===== src/common/uart_consts.svh =====
// frame and buffer constants for the UART transmitter
// include wherever a width, count or depth is needed

`ifndef UART_CONSTS_SVH
`define UART_CONSTS_SVH

////////////////////////////////////////
// frame format
////////////////////////////////////////

// data bits per frame, lsb goes out first
`define UART_DATA_BITS      8

// oversample ticks per start or data bit
`define UART_OVERSAMPLE     16

// stop bit length in ticks (16 = one stop bit)
`define UART_STOP_TICKS     16

////////////////////////////////////////
// transmit buffer
////////////////////////////////////////

`define UART_FIFO_DEPTH     16  // entries
`define UART_FIFO_ADDR_BITS 4   // log2 of depth

////////////////////////////////////////
// baud tick generator
////////////////////////////////////////

// divisor width, tick period is divisor+1 clocks
`define UART_BAUD_DIV_BITS  16

`endif


===== src/common/uartPkg.sv =====
// shared types for the UART transmitter
// modules pull these in with a wildcard import

`default_nettype none

`include "uart_consts.svh"

package uartPkg;

	////////////////////////////////////////
	// vector types
	////////////////////////////////////////

	typedef logic [`UART_DATA_BITS-1:0] uartByte_t;     // one payload byte
	typedef logic [4:0] tickCount_t;                    // tick index, stop ticks up to 32
	typedef logic [2:0] bitIndex_t;                     // which data bit is on the line
	typedef logic [`UART_FIFO_ADDR_BITS:0] fifoLevel_t; // 0..depth, one extra bit
	typedef logic [`UART_BAUD_DIV_BITS-1:0] baudDiv_t;  // tick divisor

	// transmit FSM
	typedef enum logic [1:0]
	{
		idle  = 2'b00,
		start = 2'b01,
		data  = 2'b10,
		stop  = 2'b11
	} txState_t;

	////////////////////////////////////////
	// grouped signals
	////////////////////////////////////////

	// controller commands to the shifter
	typedef struct packed
	{
		logic load;  // capture FIFO head
		logic shift; // next data bit
	} txCtrl_t;

	// FIFO status for the host and the controller
	typedef struct packed
	{
		logic       full;
		logic       empty;
		fifoLevel_t level; // entries held
	} fifoStat_t;

endpackage

`default_nettype wire


===== src/source/baudGen.sv =====
// oversample tick generator, one clk-wide pulse every baudDiv+1 cycles
// divisor may change at run time, new value is used from the next compare

`timescale 1ns/1ns
`default_nettype none

module baudGen import uartPkg::*;
(
	input  logic     clk,
	input  logic     reset,
	input  baudDiv_t baudDiv, // period minus one
	output logic     tick
);

	baudDiv_t count; // free running, wraps at the divisor

	////////////////////////////////////////
	// divider
	////////////////////////////////////////

	always_ff @(posedge clk or posedge reset)
	begin
		if (reset)
		begin
			count <= '0;
			tick <= 1'b0;
		end
		else if (count >= baudDiv) // >= so a smaller new divisor wraps at once
		begin
			count <= '0;
			tick <= 1'b1;
		end
		else
		begin
			count <= count + 1'b1;
			tick <= 1'b0;
		end
	end

	////////////////////////////////////////
	// checks
	////////////////////////////////////////

	// a nonzero divisor always leaves a gap after each tick
	assert property (@(posedge clk) disable iff (reset)
		(tick && (baudDiv != '0)) |=> !tick);

endmodule

`default_nettype wire


===== src/source/txFifo.sv =====
// transmit byte buffer, circular with an occupancy counter
// head is visible combinationally on rdData, writes while full are lost

`timescale 1ns/1ns
`default_nettype none

`include "uart_consts.svh"

module txFifo import uartPkg::*;
#(
	parameter int DEPTH = `UART_FIFO_DEPTH
)
(
	input  logic      clk,
	input  logic      reset,
	input  uartByte_t wrData,
	input  logic      wrEn,   // plain strobe, no handshake
	input  logic      pop,    // one-cycle pulse from the controller
	output uartByte_t rdData, // current head
	output fifoStat_t stat
);

	localparam int AW = $clog2(DEPTH);

	uartByte_t  mem [DEPTH]; // storage, no reset needed
	logic [AW-1:0] wrPtr;
	logic [AW-1:0] rdPtr;
	fifoLevel_t count;
	logic doWrite;
	logic doPop;

	assign doWrite = wrEn && !stat.full; // drop when full
	assign doPop = pop && !stat.empty;

	////////////////////////////////////////
	// storage
	////////////////////////////////////////

	always_ff @(posedge clk)
	begin
		if (doWrite)
			mem[wrPtr] <= wrData;
	end

	assign rdData = mem[rdPtr];

	////////////////////////////////////////
	// pointers and level
	////////////////////////////////////////

	always_ff @(posedge clk or posedge reset)
	begin
		if (reset)
		begin
			wrPtr <= '0;
			rdPtr <= '0;
			count <= '0;
		end
		else
		begin
			if (doWrite)
				wrPtr <= (wrPtr == AW'(DEPTH - 1)) ? '0 : wrPtr + 1'b1; // wrap for odd depths
			if (doPop)
				rdPtr <= (rdPtr == AW'(DEPTH - 1)) ? '0 : rdPtr + 1'b1;
			case ({doWrite, doPop})
				2'b10:   count <= count + 1'b1;
				2'b01:   count <= count - 1'b1;
				default: count <= count; // both or neither, level holds
			endcase
		end
	end

	// flags straight from the count
	assign stat.full = (count == fifoLevel_t'(DEPTH));
	assign stat.empty = (count == '0);
	assign stat.level = count;

	////////////////////////////////////////
	// checks
	////////////////////////////////////////

	assert property (@(posedge clk) disable iff (reset)
		count <= fifoLevel_t'(DEPTH));

	// controller only pops a non-empty buffer
	assert property (@(posedge clk) disable iff (reset)
		pop |-> !stat.empty);

endmodule

`default_nettype wire


===== src/uart/txControl.sv =====
// transmit FSM: start bit, data bits lsb first, stop bit
// pops the FIFO and loads the shifter in the same cycle, tx is registered

`timescale 1ns/1ns
`default_nettype none

`include "uart_consts.svh"

module txControl import uartPkg::*;
(
	input  logic    clk,
	input  logic    reset,
	input  logic    tick,      // oversample pulse
	input  logic    fifoEmpty,
	input  logic    dataBit,   // shifter lsb
	output logic    pop,
	output txCtrl_t ctrl,
	output logic    tx,        // serial line
	output logic    busy
);

	localparam tickCount_t lastBitTick = tickCount_t'(`UART_OVERSAMPLE - 1);
	localparam tickCount_t lastStopTick = tickCount_t'(`UART_STOP_TICKS - 1);
	localparam bitIndex_t lastDataBit = bitIndex_t'(`UART_DATA_BITS - 1);

	txState_t   state;
	tickCount_t tickCnt; // ticks into the current bit
	bitIndex_t  bitCnt;  // data bit on the line
	logic bitDone;       // last tick of a start or data bit
	logic stopDone;      // last tick of the stop bit

	assign bitDone = tick && (tickCnt == lastBitTick);
	assign stopDone = tick && (tickCnt == lastStopTick);

	////////////////////////////////////////
	// command outputs
	////////////////////////////////////////

	assign pop = (state == idle) && !fifoEmpty; // head goes to the shifter on this edge
	assign ctrl.load = pop;
	assign ctrl.shift = (state == data) && bitDone; // also on the last bit, harmless
	assign busy = (state != idle);

	////////////////////////////////////////
	// state and counters
	////////////////////////////////////////

	always_ff @(posedge clk or posedge reset)
	begin
		if (reset)
		begin
			state <= idle;
			tickCnt <= '0;
			bitCnt <= '0;
		end
		else
		begin
			case (state)
				idle:
				begin
					tickCnt <= '0;
					bitCnt <= '0;
					if (pop)
						state <= start;
				end
				start:
				begin
					if (bitDone)
					begin
						state <= data;
						tickCnt <= '0;
					end
					else if (tick)
						tickCnt <= tickCnt + 1'b1;
				end
				data:
				begin
					if (bitDone)
					begin
						tickCnt <= '0;
						if (bitCnt == lastDataBit) // last data bit done
							state <= stop;
						else
							bitCnt <= bitCnt + 1'b1;
					end
					else if (tick)
						tickCnt <= tickCnt + 1'b1;
				end
				stop:
				begin
					if (stopDone)
					begin
						state <= idle; // one idle cycle before the next pop
						tickCnt <= '0;
					end
					else if (tick)
						tickCnt <= tickCnt + 1'b1;
				end
				default: state <= idle;
			endcase
		end
	end

	////////////////////////////////////////
	// line driver, one cycle behind state
	////////////////////////////////////////

	always_ff @(posedge clk or posedge reset)
	begin
		if (reset)
			tx <= 1'b1; // line rests high
		else
		begin
			case (state)
				start:   tx <= 1'b0;
				data:    tx <= dataBit;
				default: tx <= 1'b1; // idle and stop
			endcase
		end
	end

	////////////////////////////////////////
	// checks
	////////////////////////////////////////

	// a pop starts a frame on the next cycle
	assert property (@(posedge clk) disable iff (reset)
		pop |-> !busy ##1 (busy && !pop));

	// the registered line settles high by the time idle is reached
	assert property (@(posedge clk) disable iff (reset)
		(state == idle) |-> tx);

	assert property (@(posedge clk) disable iff (reset)
		!(ctrl.load && ctrl.shift));

endmodule

`default_nettype wire


===== src/uart/txShifter.sv =====
// frame data register, loads a byte and shifts right one bit per data bit
// lsb is the bit currently due on the line

`timescale 1ns/1ns
`default_nettype none

module txShifter import uartPkg::*;
(
	input  logic      clk,
	input  logic      reset,
	input  txCtrl_t   ctrl,    // load / shift from the controller
	input  uartByte_t din,     // FIFO head
	output logic      dataBit
);

	uartByte_t shiftReg;

	////////////////////////////////////////
	// shift register
	////////////////////////////////////////

	always_ff @(posedge clk or posedge reset)
	begin
		if (reset)
			shiftReg <= '0;
		else if (ctrl.load)
			shiftReg <= din; // same edge as the FIFO pop
		else if (ctrl.shift)
			shiftReg <= {1'b0, shiftReg[$bits(uartByte_t)-1:1]}; // right, lsb first
	end

	assign dataBit = shiftReg[0];

endmodule

`default_nettype wire


===== src/source/uartTxTop.sv =====
// buffered UART transmitter top level
// host writes bytes with wrEn and watches fifoStat.full, frames leave on tx

`timescale 1ns/1ns
`default_nettype none

module uartTxTop import uartPkg::*;
(
	input  logic      clk,
	input  logic      reset,
	input  baudDiv_t  baudDiv,  // tick period minus one
	input  uartByte_t wrData,
	input  logic      wrEn,
	output logic      tx,
	output logic      busy,     // frame in progress
	output fifoStat_t fifoStat
);

	logic      tick;
	logic      pop;
	uartByte_t rdData;  // FIFO head
	txCtrl_t   ctrl;
	logic      dataBit;

	baudGen uBaud
	(
		.clk     (clk),
		.reset   (reset),
		.baudDiv (baudDiv),
		.tick    (tick)
	);

	txFifo uFifo
	(
		.clk    (clk),
		.reset  (reset),
		.wrData (wrData),
		.wrEn   (wrEn),
		.pop    (pop),
		.rdData (rdData),
		.stat   (fifoStat)
	);

	txControl uCtrl
	(
		.clk       (clk),
		.reset     (reset),
		.tick      (tick),
		.fifoEmpty (fifoStat.empty),
		.dataBit   (dataBit),
		.pop       (pop),
		.ctrl      (ctrl),
		.tx        (tx),
		.busy      (busy)
	);

	txShifter uShift
	(
		.clk     (clk),
		.reset   (reset),
		.ctrl    (ctrl),
		.din     (rdData),
		.dataBit (dataBit)
	);

endmodule

`default_nettype wire


===== config.mk =====
export PLATFORM = sky130hd
export DESIGN_NAME = uartTxTop
export DESIGN_NICKNAME = d
export VERILOG_FILES = /design/src/common/uartPkg.sv /design/src/source/baudGen.sv /design/src/source/txFifo.sv /design/src/uart/txControl.sv /design/src/uart/txShifter.sv /design/src/source/uartTxTop.sv
export VERILOG_INCLUDE_DIRS = /design/src /design/src/common
export SDC_FILE = /design/constraint.sdc
export NUM_CORES = 1
export LEC_CHECK = 0
export BUFFER_PORTS_ARGS = -buffer_cell sky130_fd_sc_hd__buf_2
export CORE_MARGIN = 5
export CORE_UTILIZATION = 43
export CTS_BUF_LIST = sky130_fd_sc_hd__clkbuf_2
export CTS_CLUSTER_DIAMETER = 80
export DETAILED_ROUTE_END_ITERATION = 8
export GPL_TIMING_DRIVEN = 0
export HOLD_SLACK_MARGIN = 0.1
export MAX_ROUTING_LAYER = met4
export SLEW_MARGIN = 10
export SYNTH_ARGS = -nofsm -noshare
export SYNTH_HDL_FRONTEND = slang
export SYNTH_SLANG_ARGS = --single-unit

===== constraint.sdc =====
create_clock -name clk -period 2.8 [get_ports clk]
set_input_delay 0.28 -clock clk [delete_from_list [all_inputs] [get_ports clk]]
set_output_delay 0.28 -clock clk [all_outputs]
set_load 0.02 [all_outputs]

==> results of run 1 <==
==> Yosys cell counts, types with 6 or more instances <==
cell type,number
xor2_1,12
a21o_1,8
nor3_1,9
xnor2_1,10
nor2_1,47
inv_1,33
nand2_1,31
ha_1,34
mux2i_1,22
buf_2,11
o21ai_0,10
o221ai_1,7
a311oi_1,8
a21oi_1,7
edfxtp_1,128
mux4_2,25
dfrtp_1,48
nand3_1,11
o21ai_1,14
nand4_1,6
==> worst max-delay path, cell delays in order, from the launching register on <==
cell      delay [ns]
dfrtp_1         0.47
nor4_4          0.30
buf_4           0.15
and2_4          0.15
nand2b_4        0.16
inv_4           0.10
ha_4            0.19
ha_1            0.31
nor2b_1         0.14
o21ai_1         0.15
a21oi_1         0.11
nor3_2          0.19
xnor2_1         0.14
==> stage by stage <==
step / total power (uW) / utilization [%]
3_5_place_dp: 4220 / 46.5
4_1_cts: 5490 / 48.6
5_1_grt: 5760 / 48.7
3_3_place_gp: 4150 / 46.3
6_report: 5450 / 48.7
2_1_floorplan: 3890 / -
==> per-layer routing <==
metal / track usage (%) / up-vias / share of wire, %
met5: - / - / 0
met4: 3.40 / 0 / 1.3
met3: 3.83 / 15 / 4.1
met2: 25.6 / 70 / 51
met1: 20.2 / 2271 / 44
li1: - / 2154 / -
==> timing repair <==
item                                   CTS  global route
hold buffers                            12             0
endpoints found under the hold margin  187             0
buffers inserted                         5             0
resized for setup                        3             5
pin swaps                                2             1
setup endpoints to repair                1             1
==> registers in the layout, summed over array words and instances, names as in the netlist <==
register / count
uBaud.count: 16
uCtrl.bitCnt: 3
uCtrl.tx: 1
uFifo.mem: 128
uCtrl.state: 2
uFifo.wrPtr: 4
uBaud.tick: 1
uFifo.count: 5
uCtrl.tickCnt: 5
uFifo.rdPtr: 4
uShift.shiftReg: 8
==> power by group through the flow <==
stage          clock, uW  sequential, uW  combinational, uW
2_1_floorplan          0            3310                573
3_3_place_gp           0            3300                854
3_5_place_dp           0            3320                900
4_1_cts             1270            3250                965
5_1_grt             1390            3290               1090
6_report            1230            3260                959
==> cells by family after synthesis <==
family | Yosys count | share of synthesized area, %
buffers and inverters | 55 | 3.16
adders and majority gates | 35 | 5.65
muxes | 50 | 10.4
xor gates and xnor gates | 22 | 2.44
DFF | 177 | 64.3
AOI/OAI and AO/OA | 73 | 6.75
and+or+nand+nor | 123 | 7.29
==> worst max-delay path by stage <==
stage              startpoint        endpoint  slack [ns]  cells after the start
6_report       uFifo.count[0]  uFifo.count[4]        0.19                     12
2_1_floorplan  uFifo.count[0]  uFifo.count[4]        0.13                     13
5_1_grt        uFifo.count[0]  uFifo.count[4]      0.0008                     13
4_1_cts        uFifo.count[3]  uFifo.count[4]       0.005                     13
3_3_place_gp   uFifo.count[0]  uFifo.count[4]       -0.11                     12
3_5_place_dp   uFifo.count[0]  uFifo.count[4]       -0.18                     12
==> cell type report <==
cell class	count	share of cell area, %
Timing Repair Buffer	53	4.02
Buffer	20	1.30
Sequential cell	177	57.7
Clock buffer	17	0.969
Antenna cell	1	0.0285
Clock inverter	15	1.50
Inverter	34	1.48
Multi-Input combinational cell	303	29.7
Tap cell	229	3.26
==> results by group, run 1 <==
Outcome
  – Status: finished clean

STA
  – Final worst slack: 0.188 ns
  – Final hold vios: 0
  – Fmax: 0.383 GHz
  – Slew @ Worst Pin: 0.853 ns
  – Slew Limit Fails: 0
  – Hold_ws: 0.218 ns
  – Final number of setup-violating endpoints: 0
  – Setup repair after global routing missed its margin: false
  – Rel. slew slack: 42.9%
  – Final period utilization: 93.3%
  – Fin Setup TNS: 0 ns
  – Worst Skew: 0.0440 ns
  – Crit path time final: 2.61 ns

Setup path
  – R2R Path End: uFifo.count[4]
  – Register-to-Register Path Depth: 12
  – Arrival @ worst endpoint: 3.27 ns
  – Critical Path RT: 3.46 ns
  – Type of origin of the critical path: register
  – R2R Setup Slk: 0.19 ns
  – CP endpoint kind: register
  – Critical path class: reg2reg
  – Launch point of the worst reg-to-reg path: uFifo.count[0]
  – CP max FO: 12

Clocking
  – Htree depth: 4
  – Clock Latency Late Sink: 0.73 ns
  – Clock tree buffer depth: 2
  – Clock slew at reported path FFs: 0.26 ns
  – TritonCTS clock tree: built
  – Clock root cell: clkbuf_2
  – Num CTS Buffers: 17
  – Clock sink count: 177

Synth
  – Synth area leaders: edfxtp_1 49%, dfrtp_1 15%, mux4_2 7.1%
  – Yosys reg bits: 177
  – Synth Net Count: 597
  – Gate Count Post-Synth: 535
  – Mapped Avg Cell Area: 14.7 sq um
  – Ys Warns: 0
  – Post-synth ARST share: 27.7%
  – Sequential-to-total area share from yosys stat: 64.3%
  – Netlist cell types: 52
  – Top FF cell, synth: edfxtp_1
  – Synthesized area: 0.00788 sq mm
  – Area leader, netlist: edfxtp_1
  – Area share of the largest cell type after synthesis: 48.8%
  – Post-synth EDFFs: 128

Power and ir drop
  – P_leak: 0.00334 uW
  – Pwr/cell area: 620 mW/mm^2
  – Sw frac: 30.1%
  – Reg power frac: 59.9%
  – Share of power burned in the clock network: 22.5%
  – Logic pwr share: 17.6%
  – Worst VDD drop: 426 uV
  – Sw power: 1640 uW
  – Internal Dissipation: 3810 uW

Floorplanning
  – Core footprint: 0.0180 sq mm
  – Io pins: 36
  – Die X: 145 um
  – Initial core utilization: 43.7%
  – Die height: 145 um
  – FP Rows: 49
  – DIE AREA: 0.0211 sq mm

Global route
  – Initial antenna violation count: 1
  – Vias in the first global route: 4589
  – GRT Overall Usage: 15.7%
  – Largest net degree at the start of global routing: 33
  – Total congestion overflow: 0
  – First-pass GRT wire length: 25200 um

Hold path
  – Worst Hold Path Cells: 7
  – Hold endpoint: uBaud.count[7]
  – Hold Path Origin: baudDiv[7]
  – Hold Crit Class: in2reg

Place
  – HPWL after detailed placement: 10600 um
  – RD Place Congestion: 0.829
  – Placed instance area: 0.00838 sq mm
  – Placed Cells incl. Taps: 800
  – PortBufs: 35
  – Post-Place Worst Slack: -0.175 ns

Detailed routing
  – TritonRoute pass-1 iters: 4
  – Vias per cell: 5.31
  – Starting DRT DRC Count: 249
  – Post-Route WL: 15400 um
  – Post-route ant nets: 0
  – Wire length per cell: 18.1 um
  – DR DRC count: 0
  – Vias: 4510

Layout
  – Area of the multi-input gates: 0.00261 sq mm
  – Fillers: 1564
  – Most frequent cells in the layout: 128 x edfxtp_1, 47 x nor2_1, 47 x dfrtp_1, 45 x buf_2, 33 x ha_1
  – Register area: 0.00507 sq mm
  – Post-route insts no fill: 849
  – Share of layout cells above drive strength 1: 21.2%
  – Post-route cell area: 0.00878 sq mm
  – Commonest non-fill, non-tap cell in the layout: edfxtp_1
  – Area delta synth->final: 11.5%
  – Nets: 668

Job
  – Max Cap Viol: 0
No activity file was read; power rests on OpenSTA's default activity.
==> inputs of run 2 (changes only) <==
--- a/config.mk
+++ b/config.mk
@@ -9,4 +9,5 @@
 export BUFFER_PORTS_ARGS = -buffer_cell sky130_fd_sc_hd__buf_2
+export CAP_MARGIN = 20
 export CORE_MARGIN = 5
-export CORE_UTILIZATION = 43
+export CORE_UTILIZATION = 50
 export CTS_BUF_LIST = sky130_fd_sc_hd__clkbuf_2
@@ -17,2 +18,3 @@
 export MAX_ROUTING_LAYER = met4
+export PLACE_DENSITY = 0.67
 export SLEW_MARGIN = 10
==> constraint.sdc (replaced) <==
create_clock -name clk -period 2.8 [get_ports clk]
set_input_delay 0.14 -clock clk [delete_from_list [all_inputs] [get_ports clk]]
set_output_delay 0.14 -clock clk [all_outputs]
set_load 0.02 [all_outputs]
==> run 2 against run 1 <==
  * Count of clock-buffer cells in the layout increased by 1
  * Combinational power increased by 0.6%
  * Flip-flop and latch count unchanged
  * Die area decreased by 13%
  * Setup slack got worse by 0.0089 ns
  * First-iteration DRC count increased by 0.40%
  * Core utilization increased by 8.7 points
  * Global-route usage increased by 2.3 points
==> results by group, run 2 (synthesis results as in run 1) <==
Layout
  – Top reg by flops: uFifo.mem
  – Largest regs: uFifo.mem x128, uBaud.count x16, uShift.shiftReg x8
  – Share of layout cells above drive strength 1: 21.5% (+0.35 points)
  – Post-route cell area: 0.00880 sq mm (+0.13%)
  – Layout Utilization: 57.4% (+8.7 points)
  – Most frequent cells in the layout: 128 x edfxtp_1, 47 x nor2_1, 47 x dfrtp_1, 45 x buf_2, 33 x ha_1
  – Area delta synth->final: 11.6%
  – Nets: 672 (+0.60%)
  – Post-route insts no fill: 834 (-1.8%)
  – Commonest non-fill, non-tap cell in the layout: edfxtp_1
  – Max FFs per register: 128 (unchanged)
  – Fillers: 1245 (-20%)
  – Antenna cells: 0 (-1)

Detailed routing
  – Post-Route WL: 15000 um (-2.3%)
  – Starting DRT DRC Count: 250 (+0.40%)
  – DR DRC count: 0 (unchanged)
  – TritonRoute pass-1 iters: 5 (+1)
  – Vias per cell: 5.34 (+0.56%)
  – Wire length per cell: 18.0 um (-0.55%)
  – Post-route ant nets: 0 (unchanged)
  – Vias: 4455 (-1.2%)

Hold path
  – Hold Path Origin: baudDiv[11]
  – Hold Crit Class: in2reg

STA
  – Slew @ Worst Pin: 0.827 ns (-0.0263 ns)
  – Final number of setup-violating endpoints: 0 (unchanged)
  – Fmax: 0.382 GHz (-0.34%)
  – Crit path time final: 2.62 ns (+0.00891 ns)
  – Hold_ws: 0.216 ns (-0.00149 ns)
  – Worst Skew: 0.0358 ns (-0.00820 ns)
  – Final hold vios: 0 (unchanged)
  – Setup repair after global routing missed its margin: false
  – Final period utilization: 93.6% (+0.32 points)
  – Slew Limit Fails: 0 (unchanged)
  – Rel. slew slack: 44.7% (+1.8 points)

Global route
  – First-pass GRT wire length: 24100 um (-4.5%)
  – GRT busiest layer: met2
  – Total congestion overflow: 0 (unchanged)
  – Initial antenna violation count: 0 (-1)
  – GR Layer Usage met1: 23.2% (+3.0 points)
  – Vias in the first global route: 4516 (-1.6%)
  – M3 GR Usage: 3.34% (-0.49 points)
  – M2 GR Usage: 29.9% (+4.3 points)
  – Largest net degree at the start of global routing: 32 (-3.0%)
  – GRT Overall Usage: 18.0% (+2.3 points)

Floorplanning
  – Io pins: 36 (unchanged)
  – FP Rows: 45 (-8.2%)
  – Initial core utilization: 51.5% (+7.7 points)
  – DIE AREA: 0.0184 sq mm (-13%)
  – Die X: 136 um (-6.8%)
  – Core footprint: 0.0153 sq mm (-15%)
  – Die height: 136 um (-6.8%)

Setup path
  – R2R Path End: uFifo.count[4]
  – Slowest cell on crit path: dfrtp_2
  – Worst path cell trace: nor4_4 > buf_4 > and2_4 > nand2b_4 > inv_4 > ha_4 > ha_1 > nor2b_1 > o21ai_1 > a21oi_1 > nor3_2 > xnor2_1
  – Critical Path RT: 3.47 ns (about the same)
  – Launch point of the worst reg-to-reg path: uFifo.count[3]
  – CP endpoint kind: register
  – Crit path from: uFifo.count[3]
  – Critical path class: reg2reg
  – Register-to-Register Path Depth: 12 (unchanged)
  – Arrival @ worst endpoint: 3.29 ns (+0.02 ns)
  – Type of origin of the critical path: register
  – Crit path capture: uFifo.count[4]
  – Critical Path Max Stage Delay: 0.49 ns (+0.02 ns)
  – CP max FO: 12 (unchanged)
  – R2R Setup Slk: 0.18 ns (about the same)

Power and ir drop
  – Worst VDD drop: 495 uV (+16%)
  – Pwr/cell area: 626 mW/mm^2 (+0.94%)
  – Total power: 5500 uW (+1.1%)
  – P_leak: 0.00336 uW (+0.68%)

Place
  – HPWL after detailed placement: 10400 um (-1.9%)
  – Placed instance area: 0.00836 sq mm (-0.24%)
  – Placed Cells incl. Taps: 785 (-1.9%)
  – PortBufs: 35 (unchanged)
  – RD Place Congestion: 0.861 (+3.8%)

Clocking
  – Clock tree buffer depth: 2 (unchanged)
  – Clock root cell: clkbuf_2
  – Clock sink count: 177 (unchanged)
  – Clock slew at reported path FFs: 0.26 ns (about the same)
  – Num CTS Buffers: 17 (unchanged)
  – Htree depth: 4 (unchanged)
  – Clock Latency Late Sink: 0.72 ns (about the same)
  – TritonCTS clock tree: built

Outcome
  – Status: finished clean

Job
  – Max Cap Viol: 0 (unchanged)
## run 2: changes by cell type in the layout (fill, tap and decap cells not counted)
cell,previous run,this run
clkinv_1,4,1
buf_4,6,9
clkinv_8,0,1
nor3_2,5,2
dlygate4sd3_1,12,13
clkinv_4,2,1
clkbuf_2,17,18
diode_2,1,0
inv_6,3,5
nor3_1,4,7
## run 2: area by class of cell
class                      instances  area [sq um]  area share, %
sequential                       177          5070           57.7
buffer                            20           114           1.29
tap                              211           264           3.00
clock buffer                      18          90.1           1.02
timing repair buffer              57           385           4.38
clock inverter                    14           145           1.65
multi-input combinational        303          2590           29.5
inverter                          34           130           1.48
## run 2: critical path, delay by kind of cell, from the launching register on
| family | cells | cell delay, ns |
|---|---|---|
| AOI/OAI and AO/OA | 2 | 0.25 |
| adders and majority gates | 2 | 0.50 |
| DFF | 1 | 0.49 |
| and+or+nand+nor | 5 | 0.95 |
| xor gates and xnor gates | 1 | 0.13 |
| buffers and inverters | 2 | 0.24 |
## run 2: where the power goes
group / switching (uW) / internal, uW
Clock: 929 / 356
Sequential: 155 / 3100
Combinational: 577 / 388
## run 2: worst min path at each step
stage	to	slack [ns]	cells past startpoint
finish	uBaud.count[15]	0.22	6
global route	uBaud.count[3]	0.18	6
CTS	uBaud.count[2]	0.14	6
detailed placement	uBaud.count[2]	0.18	2
global placement	uShift.shiftReg[4]	0.47	2
floorplan	uFifo.mem[0][0]	0.24	0
## run 2: repair_timing
item | 4_1_cts | 5_1_grt
hold endpoints to repair | 188 | 0
hold buffers | 13 | 0
resized for setup | 3 | 5
pin swaps | 2 | 2
endpoints found under the setup margin | 1 | 2
buffers inserted | 3 | 2
## run 2: layer usage
layer / part of all wire, % / wire, um
met2: 52 / 7750
met5: 0 / 0
met4: 0.81 / 122
met3: 4.2 / 633
met1: 43 / 6540
## run 2: through the flow
| step | TNS (ns) | setup slack [ns] |
|---|---|---|
| floorplan | 0 | 0.128 |
| detailed placement | -0.158 | -0.158 |
| finish | 0 | 0.179 |
| global placement | -0.0760 | -0.0760 |
| CTS | 0 | 0.0312 |
| global route | 0 | 0.0406 |
